==> config.mk <==
export PLATFORM = sky130hd
export DESIGN_NAME = csr_unit
export DESIGN_NICKNAME = d
export VERILOG_FILES = /design/src/hw/csr_pkg.sv /design/src/hw/csr_op_unit.sv /design/src/hw/cycle_counter.sv /design/src/hw/trap_ctrl.sv /design/src/hw/csr_regfile.sv /design/src/hw/csr_unit.sv
export VERILOG_INCLUDE_DIRS = /design/src /design/src/hw
export SDC_FILE = /design/constraint.sdc
export NUM_CORES = 1
export LEC_CHECK = 0
export BUFFER_PORTS_ARGS = -buffer_cell sky130_fd_sc_hd__buf_2
export CORE_UTILIZATION = 55
export CTS_CLUSTER_SIZE = 16
export DETAILED_ROUTE_END_ITERATION = 10
export GPL_ROUTABILITY_DRIVEN = 0
export HOLD_SLACK_MARGIN = 0.12
export PLACE_DENSITY = 0.75
export RECOVER_POWER = 50
export SLEW_MARGIN = 15
export SYNTH_ARGS = -nofsm -noshare
export SYNTH_HDL_FRONTEND = slang
export SYNTH_SLANG_ARGS = --single-unit
==> constraint.sdc <==
create_clock -name clk -period 13.48 [get_ports clk]
set_input_delay 1.348 -clock clk [delete_from_list [all_inputs] [get_ports clk]]
set_output_delay 1.348 -clock clk [all_outputs]
set_load 0.01 [all_outputs]
==> src/hw/csr_consts.svh <==
`ifndef CSR_CONSTS_SVH
`define CSR_CONSTS_SVH

`define CSR_XLEN        32
`define CSR_ADDR_W      12

// Machine CSR addresses.
`define CSR_MSTATUS     12'h300
`define CSR_MIE         12'h304
`define CSR_MTVEC       12'h305
`define CSR_MSCRATCH    12'h340
`define CSR_MEPC        12'h341
`define CSR_MCAUSE      12'h342
`define CSR_MTVAL       12'h343
`define CSR_MIP         12'h344
`define CSR_SATP        12'h180
`define CSR_MCYCLE      12'hB00
`define CSR_MHARTID     12'hF14

// Writable bits per register.
`define MSTATUS_MASK    32'h0000_1888  // MIE, MPIE, MPP.
`define MTVEC_MASK      32'hFFFF_FFFC  // Direct mode only.
`define MIP_MASK        32'h0000_0888

// mstatus field positions.
`define MSTATUS_MIE     3
`define MSTATUS_MPIE    7
`define MSTATUS_MPP_LO  11
`define MSTATUS_MPP_HI  12

// Privilege modes.
`define MODE_U          2'd0
`define MODE_M          2'd3

// Environment call causes, by calling mode.
`define CAUSE_ECALL_U   32'd8
`define CAUSE_ECALL_M   32'd11

`endif

==> src/hw/csr_pkg.sv <==
`default_nettype none

`include "csr_consts.svh"

package csr_pkg;

    // One CSR value or one pc.
    typedef logic [`CSR_XLEN-1:0] csr_word_t;

    // CSR address as found in the instruction.
    typedef logic [`CSR_ADDR_W-1:0] csr_addr_t;

    // Privilege mode, U or M here.
    typedef logic [1:0] priv_mode_t;

    // Read-modify-write kind, same codes as funct3[1:0].
    // Code 2'b00 is not used.
    typedef enum logic [1:0] {
        CSR_OP_RW = 2'b01,  // Swap.
        CSR_OP_RS = 2'b10,  // Set bits.
        CSR_OP_RC = 2'b11   // Clear bits.
    } csr_op_t;

    // Trap sequencing states.
    typedef enum logic [1:0] {
        ST_RUN  = 2'd0,
        ST_TRAP = 2'd1,     // Redirect to trap handler.
        ST_RET  = 2'd2      // Redirect to mepc.
    } trap_state_t;

endpackage

`default_nettype wire

==> src/hw/csr_op_unit.sv <==
`timescale 1ns/1ps
`default_nettype none

module csr_op_unit (
    input  logic               csr_commit,
    input  csr_pkg::csr_op_t   csr_op,
    input  csr_pkg::csr_word_t csr_operand,
    input  csr_pkg::csr_word_t rdata,
    output logic               wr_en,
    output csr_pkg::csr_word_t wr_data
);

    import csr_pkg::*;

    logic operand_zero;

    // Set and clear with x0 or a zero immediate must not write.
    assign operand_zero = (csr_operand == '0);

    always_comb begin
        wr_data = rdata;
        wr_en   = 1'b0;
        case (csr_op)
            CSR_OP_RW: begin
                wr_data = csr_operand;
                wr_en   = csr_commit;
            end
            CSR_OP_RS: begin
                wr_data = rdata | csr_operand;
                wr_en   = csr_commit && !operand_zero;
            end
            CSR_OP_RC: begin
                wr_data = rdata & ~csr_operand;
                wr_en   = csr_commit && !operand_zero;
            end
            default: begin
                wr_data = rdata;  // Unused code, no write.
                wr_en   = 1'b0;
            end
        endcase
    end

    // Decode upstream only sends the three legal codes.
    always_comb begin
        if (csr_commit) begin
            assert (csr_op inside {CSR_OP_RW, CSR_OP_RS, CSR_OP_RC})
                else $error("csr_op_unit: illegal csr_op %0d on commit", csr_op);
        end
    end

endmodule

`default_nettype wire

==> src/hw/cycle_counter.sv <==
`timescale 1ns/1ps
`default_nettype none

module cycle_counter (
    input  logic               clk,
    input  logic               rst,
    input  logic               mcycle_load,
    input  csr_pkg::csr_word_t load_value,
    output csr_pkg::csr_word_t mcycle
);

    // A CSR write replaces the increment for that cycle.
    always_ff @(posedge clk or posedge rst) begin
        if (rst) begin
            mcycle <= '0;
        end else if (mcycle_load) begin
            mcycle <= load_value;
        end else begin
            mcycle <= mcycle + 1'b1;  // Wraps.
        end
    end

    // Free running between loads.
    assert property (
        @(posedge clk) disable iff (rst)
        !mcycle_load |=> (mcycle == $past(mcycle) + 32'd1)
    ) else $error("cycle_counter: mcycle did not advance by one");

endmodule

`default_nettype wire

==> src/hw/trap_ctrl.sv <==
`timescale 1ns/1ps
`default_nettype none

`include "csr_consts.svh"

module trap_ctrl (
    input  logic                clk,
    input  logic                rst,
    input  logic                csr_valid,
    input  logic                ecall,
    input  logic                mret,
    input  csr_pkg::priv_mode_t saved_mpp,
    input  csr_pkg::csr_word_t  mtvec_base,
    input  csr_pkg::csr_word_t  mepc,
    output logic                trap_enter,
    output logic                trap_return,
    output logic                csr_commit,
    output logic                redirect_valid,
    output csr_pkg::csr_word_t  redirect_pc,
    output csr_pkg::priv_mode_t pmode
);

    import csr_pkg::*;

    trap_state_t state;
    trap_state_t state_next;
    csr_word_t   target;

    // ecall wins over mret, both win over a CSR instruction.
    assign trap_enter  = ecall;
    assign trap_return = mret && !ecall;
    assign csr_commit  = csr_valid && !ecall && !mret;

    // Every state arbitrates the same way, there is no back-pressure.
    always_comb begin
        if (trap_enter) begin
            state_next = ST_TRAP;
        end else if (trap_return) begin
            state_next = ST_RET;
        end else begin
            state_next = ST_RUN;
        end
    end

    always_ff @(posedge clk or posedge rst) begin
        if (rst) begin
            state <= ST_RUN;
            pmode <= `MODE_M;
        end else begin
            state <= state_next;
            if (trap_enter) begin
                pmode <= `MODE_M;
            end else if (trap_return) begin
                pmode <= saved_mpp;
            end
        end
    end

    // Target captured with the strobe, shown during the redirect cycle.
    always_ff @(posedge clk) begin
        if (trap_enter) begin
            target <= mtvec_base;
        end else if (trap_return) begin
            target <= mepc;
        end
    end

    assign redirect_valid = (state == ST_TRAP) || (state == ST_RET);
    assign redirect_pc    = target;

    assert property (
        @(posedge clk) disable iff (rst)
        $onehot0({trap_enter, trap_return, csr_commit})
    ) else $error("trap_ctrl: overlapping trap and CSR commits");

    // A redirect only ever follows a trap strobe by one cycle.
    assert property (
        @(posedge clk) disable iff (rst)
        redirect_valid |-> (state inside {ST_TRAP, ST_RET}) && $past(ecall || mret)
    ) else $error("trap_ctrl: redirect without a preceding ecall or mret");

endmodule

`default_nettype wire

==> src/hw/csr_regfile.sv <==
`timescale 1ns/1ps
`default_nettype none

`include "csr_consts.svh"

module csr_regfile (
    input  logic                clk,
    input  logic                rst,
    input  logic                trap_enter,
    input  logic                trap_return,
    input  logic                wr_en,
    input  csr_pkg::csr_addr_t  csr_addr,
    input  csr_pkg::csr_word_t  wr_data,
    input  csr_pkg::csr_word_t  pc,
    input  csr_pkg::csr_word_t  mcycle,
    input  csr_pkg::priv_mode_t pmode,
    output csr_pkg::csr_word_t  rdata,
    output csr_pkg::csr_word_t  mtvec_base,
    output csr_pkg::csr_word_t  mepc,
    output csr_pkg::priv_mode_t saved_mpp,
    output logic                mcycle_load
);

    import csr_pkg::*;

    csr_word_t mstatus;
    csr_word_t mtvec;
    csr_word_t mip;
    csr_word_t mie;
    csr_word_t mscratch;
    csr_word_t mcause;
    csr_word_t mtval;
    csr_word_t mepc_q;
    csr_word_t satp;
    csr_word_t mstatus_wr;

    // Only U and M exist, so any other MPP value collapses to U.
    always_comb begin
        mstatus_wr = wr_data & `MSTATUS_MASK;
        if (mstatus_wr[`MSTATUS_MPP_HI:`MSTATUS_MPP_LO] != `MODE_M) begin
            mstatus_wr[`MSTATUS_MPP_HI:`MSTATUS_MPP_LO] = `MODE_U;
        end
    end

    always_ff @(posedge clk or posedge rst) begin
        if (rst) begin
            mstatus  <= '0;
            mtvec    <= '0;
            mip      <= '0;
            mie      <= '0;
            mscratch <= '0;
            mcause   <= '0;
            mtval    <= '0;
            mepc_q   <= '0;
            satp     <= '0;
        end else if (trap_enter) begin
            mstatus[`MSTATUS_MPIE] <= mstatus[`MSTATUS_MIE];
            mstatus[`MSTATUS_MIE]  <= 1'b0;
            mstatus[`MSTATUS_MPP_HI:`MSTATUS_MPP_LO] <= pmode;
            mepc_q <= pc;
            mcause <= (pmode == `MODE_U) ? `CAUSE_ECALL_U : `CAUSE_ECALL_M;
        end else if (trap_return) begin
            mstatus[`MSTATUS_MIE]  <= mstatus[`MSTATUS_MPIE];
            mstatus[`MSTATUS_MPIE] <= 1'b1;
            mstatus[`MSTATUS_MPP_HI:`MSTATUS_MPP_LO] <= `MODE_U;
        end else if (wr_en) begin
            case (csr_addr)
                `CSR_MSTATUS:  mstatus  <= mstatus_wr;
                `CSR_MTVEC:    mtvec    <= wr_data & `MTVEC_MASK;
                `CSR_MIP:      mip      <= wr_data & `MIP_MASK;
                `CSR_MIE:      mie      <= wr_data;
                `CSR_MSCRATCH: mscratch <= wr_data;
                `CSR_MCAUSE:   mcause   <= wr_data;
                `CSR_MTVAL:    mtval    <= wr_data;
                `CSR_MEPC:     mepc_q   <= wr_data;
                `CSR_SATP:     satp     <= wr_data;
                default: begin
                    // mcycle lives in the counter, mhartid is read-only.
                end
            endcase
        end
    end

    // Old value, before this cycle's write.
    always_comb begin
        case (csr_addr)
            `CSR_MSTATUS:  rdata = mstatus;
            `CSR_MTVEC:    rdata = mtvec;
            `CSR_MIP:      rdata = mip;
            `CSR_MIE:      rdata = mie;
            `CSR_MSCRATCH: rdata = mscratch;
            `CSR_MCAUSE:   rdata = mcause;
            `CSR_MTVAL:    rdata = mtval;
            `CSR_MEPC:     rdata = mepc_q;
            `CSR_MCYCLE:   rdata = mcycle;
            `CSR_SATP:     rdata = satp;
            `CSR_MHARTID:  rdata = '0;  // Single hart.
            default:       rdata = '0;
        endcase
    end

    assign mcycle_load = wr_en && (csr_addr == `CSR_MCYCLE);
    assign mtvec_base  = mtvec;  // Low bits already cleared on write.
    assign mepc        = mepc_q;
    assign saved_mpp   = mstatus[`MSTATUS_MPP_HI:`MSTATUS_MPP_LO];

endmodule

`default_nettype wire

==> src/hw/csr_unit.sv <==
`timescale 1ns/1ps
`default_nettype none

module csr_unit (
    input  logic                clk,
    input  logic                rst,
    input  logic                csr_valid,
    input  csr_pkg::csr_op_t    csr_op,
    input  csr_pkg::csr_addr_t  csr_addr,
    input  csr_pkg::csr_word_t  csr_operand,
    input  logic                ecall,
    input  logic                mret,
    input  csr_pkg::csr_word_t  pc,
    output csr_pkg::csr_word_t  csr_rdata,
    output csr_pkg::priv_mode_t pmode,
    output logic                redirect_valid,
    output csr_pkg::csr_word_t  redirect_pc
);

    import csr_pkg::*;

    logic       trap_enter;
    logic       trap_return;
    logic       csr_commit;
    logic       wr_en;
    logic       mcycle_load;
    csr_word_t  wr_data;
    csr_word_t  mcycle;
    csr_word_t  mtvec_base;
    csr_word_t  mepc;
    priv_mode_t saved_mpp;

    trap_ctrl trap0 (
        .clk            (clk),
        .rst            (rst),
        .csr_valid      (csr_valid),
        .ecall          (ecall),
        .mret           (mret),
        .saved_mpp      (saved_mpp),
        .mtvec_base     (mtvec_base),
        .mepc           (mepc),
        .trap_enter     (trap_enter),
        .trap_return    (trap_return),
        .csr_commit     (csr_commit),
        .redirect_valid (redirect_valid),
        .redirect_pc    (redirect_pc),
        .pmode          (pmode)
    );

    csr_op_unit op0 (
        .csr_commit  (csr_commit),
        .csr_op      (csr_op),
        .csr_operand (csr_operand),
        .rdata       (csr_rdata),
        .wr_en       (wr_en),
        .wr_data     (wr_data)
    );

    csr_regfile regs0 (
        .clk         (clk),
        .rst         (rst),
        .trap_enter  (trap_enter),
        .trap_return (trap_return),
        .wr_en       (wr_en),
        .csr_addr    (csr_addr),
        .wr_data     (wr_data),
        .pc          (pc),
        .mcycle      (mcycle),
        .pmode       (pmode),
        .rdata       (csr_rdata),
        .mtvec_base  (mtvec_base),
        .mepc        (mepc),
        .saved_mpp   (saved_mpp),
        .mcycle_load (mcycle_load)
    );

    cycle_counter cnt0 (
        .clk         (clk),
        .rst         (rst),
        .mcycle_load (mcycle_load),
        .load_value  (wr_data),
        .mcycle      (mcycle)
    );

endmodule

`default_nettype wire

==> results.py, run 1 <==
metrics = {
    "yosys": {
        "yosysMostFrequentCell": "dfrtp_1",
        "synthTopCellsByArea": "dfrtp_1, edfxtp_1, a21oi_1, nor2_1, nand2_1",
        "syn_avg_cell_area_um2": 9.69,
        "ys_top_cells_by_count": "dfrtp_1, nor2_1, a21oi_1",
        "synth-edff-count": 32,
        "ys_warn_count": 0,
        "synth_top_area_share": 0.436,
        "synth_cell_type_count": 77,
        "synth_area_leader_cell": "dfrtp_1",
        "ys_seq_elements": 297,
        "syn_area_um2": 15100,
        "yosysSeqAreaShare": 0.503,
        "postSynth.asyncResetShare": 0.892,
        "netlist_instances": 1559,
        "synth_flop_cell": "dfrtp_1",
        "synth_nets": 1643,
    },
    "power_and_ir_drop": {
        "combPwrFrac": 0.086,
        "ir_drop_v": 0.0000821,
        "intPower_w": 0.00146,
        "swShare": 0.253,
        "power_switching_w": 0.000494,
        "p_clk_frac": 0.426,
        "p_seq_frac": 0.488,
        "p_leak_nw": 7.72,
        "power_density_nw_per_um2": 116,
    },
    "sta": {
        "setup_viol": 0,
        "post-route-min-period_ps": 7720,
        "final.setup.tns_ps": 0,
        "tightest_slew_ps": 5280,
        "slew_violations": 409,
        "fin_worst_skew_ps": 14.0,
        "min_period_over_period": 0.572,
        "final_hold_viol_count": 0,
        "relSlewSlack": -2.54,
        "grt_setup_unrepaired": "no",
        "timing.hold.ws_ps": 482,
        "fmax_ghz": 0.130,
        "timing.final.ws_setup_ps": 5760,
    },
    "clock_network": {
        "cts.path.max_buffers": 3,
        "path_clk_slew_ps": 60,
        "cts_resized": 0,
        "tritoncts": "yes",
        "post-cts-setup-buffers": 0,
        "holdBufCountCts": 0,
        "clock-sinks": 297,
        "cts_buffers": 31,
        "root_buffer": "clkbuf_16",
        "clk-insertion-delay-late_ps": 560,
        "cts.htree.levels": 1,
    },
    "detailed_routing": {
        "num_vias": 12969,
        "viasPerCell": 6.44,
        "avgRoutedWirePerCell_um": 22.8,
        "ant_nets": 0,
        "drt_wl_total_mm": 45.9,
        "dr.first_iter.drc_count": 1685,
        "dr.pass1.iters": 6,
        "drc": 0,
    },
    "place": {
        "io_buffer_count": 149,
        "dp_slack_ps": 6930,
        "dp_cells": 1957,
        "placed_cell_area_um2": 16000,
        "dp_hpwl_mm": 29.0,
    },
    "die": {
        "coreArea_um2": 27000,
        "die_w_um": 168,
        "rows": 60,
        "io_pins": 150,
        "initial_utilization": 0.560,
        "die_area_um2": 28100,
        "die_h_um": 168,
    },
    "final_layout": {
        "syn_to_final_growth_pct": 11.8,
        "stdcell_area_um2": 16900,
        "stdcell_count": 2015,
        "drive_gt1_frac": 0.162,
        "nets": 1733,
    },
    "min_path": {
        "min_path_type": "reg2reg",
        "whs_path_depth": 2,
    },
    "critical_path": {
        "required_ps": 13220,
        "slowest_delay_ps": 2990,
        "path_class": "in2async",
        "crit_path_cell_trace": "buf_2, clkinvlp_2, clkbuf_1",
        "critical-path-slowest-cell": "clkbuf_1",
        "path_max_fanout": 120,
        "cp.arrival_ps": 7460,
        "worstSetupEndpointType": "asynchronous set/reset pin",
        "startpoint_type": "input pin",
        "worstRegToRegCells": 7,
    },
    "global_routing": {
        "grt_start_max_net_pins": 121,
        "grt-ovfl-total": 0,
        "grtUsageTotal": 0.326,
        "grt_pass1_wl_mm": 70.7,
        "grt_pass1_vias": 12314,
        "antenna_found_initial": 1,
    },
    "outcome": {
        "violations": "capacitance limit, slew limit",
        "status": "finished with violations",
    },
    "job": {
        "drv_cap": 5,
    },
}
## placed cells by master (no fill, tap or decap), types with 32 or more instances in the layout
master / count
dfrtp_1: 263
nor2_1: 200
a21oi_1: 171
nand2_1: 128
buf_2: 115
nand3_1: 47
o21ai_1: 47
clkbuf_1: 44
o21ai_0: 40
a22oi_1: 38
nor2b_1: 35
nand3b_1: 33
edfxtp_1: 32
## path summary, 6_finish.rpt
| kind | end | from | slack (ps) |
|---|---|---|---|
| worst max-delay path | regs0.mepc[31]$_DFFE_PP0P_ | rst | 5760 |
| worst min-delay path | regs0.mtval[31]$_DFFE_PP0P_ | regs0.mtval[31]$_DFFE_PP0P_ | 480 |
| worst max register to register | cnt0.mcycle[29]$_DFF_PP0_ | cnt0.mcycle[4]$_DFF_PP0_ | 11080 |
| worst min register to register | regs0.mtval[31]$_DFFE_PP0P_ | regs0.mtval[31]$_DFFE_PP0P_ | 480 |
| max in group clk | csr_rdata[1] | csr_addr[1] | 6770 |
| min in group asynchronous | regs0.mepc[14]$_DFFE_PP0P_ | rst | 2410 |
## worst max-delay path: cells and delay by family
| kind | cells | cell delay (ps) |
|---|---|---|
| buffers and inverters | 3 | 6000 |
## registers in the layout (all words and copies together), names as in the netlist, 30 cells and up
name,cells
regs0.mtval,32
regs0.mcause,32
regs0.mscratch,32
regs0.satp,32
cnt0.mcycle,32
regs0.mtvec_base,30
trap0.redirect_pc,32
regs0.mepc,32
regs0.mie,32
## layout make-up
cell class	count	area, µm²
antenna	1	2.50
clock buffer	47	926
clock inverter	10	65.1
fill	2194	10100
inverter	31	118
multi-input combinational	1115	6890
sequential	297	7590
tap	341	427
timing repair buffer	173	872
## power by group through the flow
stage	Combinational [W]	Sequential [W]	Clock [W]
finish	0.000169	0.000954	0.000833
CTS	0.000170	0.000953	0.000841
global route	0.000184	0.000957	0.000873
global placement	0.000166	0.000968	0
detailed placement	0.000169	0.000969	0
floorplan	0.000101	0.000968	0
## logic make-up after synthesis
kind of cell | share of synthesized area
and+or+nand+nor | 0.183
AOI/OAI and AO/OA | 0.218
DFF | 0.503
buffers and inverters | 0.0459
muxes | 0.0309
xor gates and xnor gates | 0.0180
adders and majority gates | 0.000828
## metrics by stage
| stage | util | total power (W) |
|---|---|---|
| 3_3_place_gp | 0.592 | 0.00113 |
| 2_1_floorplan | - | 0.00107 |
| 3_5_place_dp | 0.592 | 0.00114 |
| 6_report | 0.627 | 0.00196 |
| 4_1_cts | 0.629 | 0.00196 |
| 5_1_grt | 0.627 | 0.00201 |
## metal layers
layer  track usage  part of all wire  wire (µm)
met1         0.451              0.41      18900
met2         0.511              0.46      21000
met3        0.0726              0.10       4640
met4         0.106             0.031       1440
met5             0                 0          0
Power figures use the tool's default switching activity.
==> run 2: changes to the inputs <==
--- a/config.mk
+++ b/config.mk
@@ -7,12 +7,12 @@
 export NUM_CORES = 1
 export LEC_CHECK = 0
 export BUFFER_PORTS_ARGS = -buffer_cell sky130_fd_sc_hd__buf_2
-export CORE_UTILIZATION = 55
+export CORE_UTILIZATION = 54
 export CTS_CLUSTER_SIZE = 16
 export DETAILED_ROUTE_END_ITERATION = 10
 export GPL_ROUTABILITY_DRIVEN = 0
 export HOLD_SLACK_MARGIN = 0.12
-export PLACE_DENSITY = 0.75
+export PLACE_DENSITY = 0.77
 export RECOVER_POWER = 50
 export SLEW_MARGIN = 15
 export SYNTH_ARGS = -nofsm -noshare
==> constraint.sdc (replaced) <==
create_clock -name clk -period 6.2 [get_ports clk]
set_input_delay 0.62 -clock clk [delete_from_list [all_inputs] [get_ports clk]]
set_output_delay 0.62 -clock clk [all_outputs]
set_load 0.01 [all_outputs]
==> run 2 against run 1 <==
  * The run still ends with capacitance limit, slew limit left
  * First-iteration DRC count down 6.8%
  * Sequential share of layout area down 0.49 points
  * Sequential cell count unchanged
  * Non-clock buffer count up 5
  * Clock skew down 2.4 ps
  * Final cell count up 1.8%
==> results.py, run 2 (synthesized netlist as in run 1, its figures left out) <==
metrics = {
    "critical_path": {
        "setup.worst_path.start": "rst",
        "path_class": "in2async",
        "worstRegToRegCells": 7,
        "worstSetupEndpointType": "asynchronous set/reset pin",
        "reg2reg_slack_ps": 3710,
        "critical-path-slowest-cell": "clkbuf_2",
        "path_max_fanout": 80,
        "path_delay_family": "buffers and inverters",
        "cp.arrival_ps": 4870,
        "endpoint": "regs0.satp[30]$_DFFE_PP0P_",
        "r2r-end": "cnt0.mcycle[26]$_DFF_PP0_",
        "crit_path_cell_trace": "dlygate4sd3_1, buf_2, clkinvlp_2, clkbuf_1, clkbuf_2",
        "cp.depth": 5,
        "required_ps": 6480,
        "r2r-start": "cnt0.mcycle[7]$_DFF_PP0_",
        "cp_num_buf_inv": 5,
        "slowest_delay_ps": 1630,
        "startpoint_type": "input pin",
    },
    "final_layout": {
        "drive_gt1_frac": 0.164,
        "layout_commonest_cell": "dfrtp_1",
        "nets": 1738,
        "syn_to_final_growth_pct": 13.1,
        "fillers": 2253,
        "layout_common_cells": "dfrtp_1, nor2_1, a21oi_1, nand2_1, buf_2",
    },
    "sta": {
        "slew_violations": 422,
        "final_hold_viol_count": 0,
        "relSlewSlack": -1.20,
        "setup_viol": 0,
        "post-route-min-period_ps": 4590,
        "tightest_slew_ps": 3300,
        "fin_worst_skew_ps": 11.6,
        "final.setup.tns_ps": 0,
        "fmax_ghz": 0.218,
        "grt_setup_unrepaired": "no",
        "min_period_over_period": 0.740,
    },
    "outcome": {
        "status": "finished with violations",
        "violations": "capacitance limit, slew limit",
    },
    "die": {
        "initial_utilization": 0.556,
        "io_pins": 150,
        "die_w_um": 169,
        "die_area_um2": 28600,
        "coreArea_um2": 27200,
        "rows": 60,
        "die_h_um": 169,
    },
    "global_routing": {
        "grt_start_max_net_pins": 89,
        "grtUsageTotal": 0.323,
        "antenna_found_initial": 2,
        "grt_pass1_wl_mm": 70.9,
        "grt_pass1_vias": 12647,
        "grt-ovfl-total": 0,
    },
    "place": {
        "dp_hpwl_mm": 29.0,
        "io_buffer_count": 149,
    },
    "detailed_routing": {
        "ant_nets": 0,
        "viasPerCell": 6.37,
        "num_vias": 13062,
        "avgRoutedWirePerCell_um": 22.5,
        "drc": 0,
        "dr.first_iter.drc_count": 1570,
        "dr.pass1.iters": 6,
        "drt_wl_total_mm": 46.1,
    },
    "power_and_ir_drop": {
        "power_w": 0.00446,
        "ir_drop_v": 0.000199,
        "power_density_nw_per_um2": 261,
        "p_leak_nw": 7.78,
    },
    "clock_network": {
        "cts.path.max_buffers": 3,
        "cts_resized": 0,
        "post-cts-setup-buffers": 0,
        "clk-insertion-delay-late_ps": 570,
        "clock-sinks": 297,
        "tritoncts": "yes",
        "path_clk_slew_ps": 60,
        "root_buffer": "clkbuf_16",
        "cts.htree.levels": 1,
        "cts_buffers": 31,
        "holdBufCountCts": 0,
    },
    "min_path": {
        "min_path_type": "in2reg",
    },
    "job": {
        "drv_cap": 7,
    },
}
## run 2: metrics by stage
step	hold WS (ps)	cells	instance area (µm²)	worst slack, ps	util
6_report	267	2051	17100	1610	0.628
4_1_cts	261	2048	17100	1720	0.630
5_1_grt	270	2051	17100	846	0.628
3_5_place_dp	471	1991	16000	1750	0.589
2_1_floorplan	444	1559	15100	2080	-
3_3_place_gp	457	1991	16000	1810	0.589
## run 2: where the power goes
group          internal [W]  switching, W  leakage (nW)
clock network       0.00123      0.000790         0.538
registers           0.00203     0.0000457          3.92
logic              0.000122      0.000245          3.33
total               0.00338       0.00108          7.78
## run 2: worst min-delay path by stage
stage | start | endpoint | slack [ps] | cells past startpoint
floorplan | regs0.mtval[0]$_DFFE_PP0P_ | regs0.mtval[0]$_DFFE_PP0P_ | 440 | 2
global placement | regs0.mtval[0]$_DFFE_PP0P_ | regs0.mtval[0]$_DFFE_PP0P_ | 460 | 2
detailed placement | regs0.mtval[0]$_DFFE_PP0P_ | regs0.mtval[0]$_DFFE_PP0P_ | 470 | 2
CTS | pc[11] | regs0.mepc[11]$_DFFE_PP0P_ | 260 | 3
global route | pc[11] | regs0.mepc[11]$_DFFE_PP0P_ | 270 | 3
finish | pc[12] | regs0.mepc[12]$_DFFE_PP0P_ | 270 | 3
## run 2: layout make-up
cell class	count	area [µm²]	share of cell area
clock inverter	13	191	0.0112
sequential	297	7590	0.445
clock buffer	44	916	0.0536
inverter	31	118	0.00689
antenna	1	2.50	0.000147
timing repair buffer	178	905	0.0530
tap	372	465	0.0273
multi-input combinational	1115	6880	0.403
## run 2: worst register-to-register path, stage by stage, from the launching register on
cell and delay, ps:
dfrtp_1 500, and4_1 340, nand4_1 240, nor3_1 750, nand3_1 180, xnor2_1 210
nor2_1 70, a21oi_1 130
## run 2: layer usage
layer  part of all wire  vias to the layer above  track usage
met4              0.044                        2        0.142
met1               0.40                     6293        0.429
met2               0.45                      773        0.504
met3               0.11                      143       0.0765
li1                   -                     5851            -
met5            0.00033                        -            0
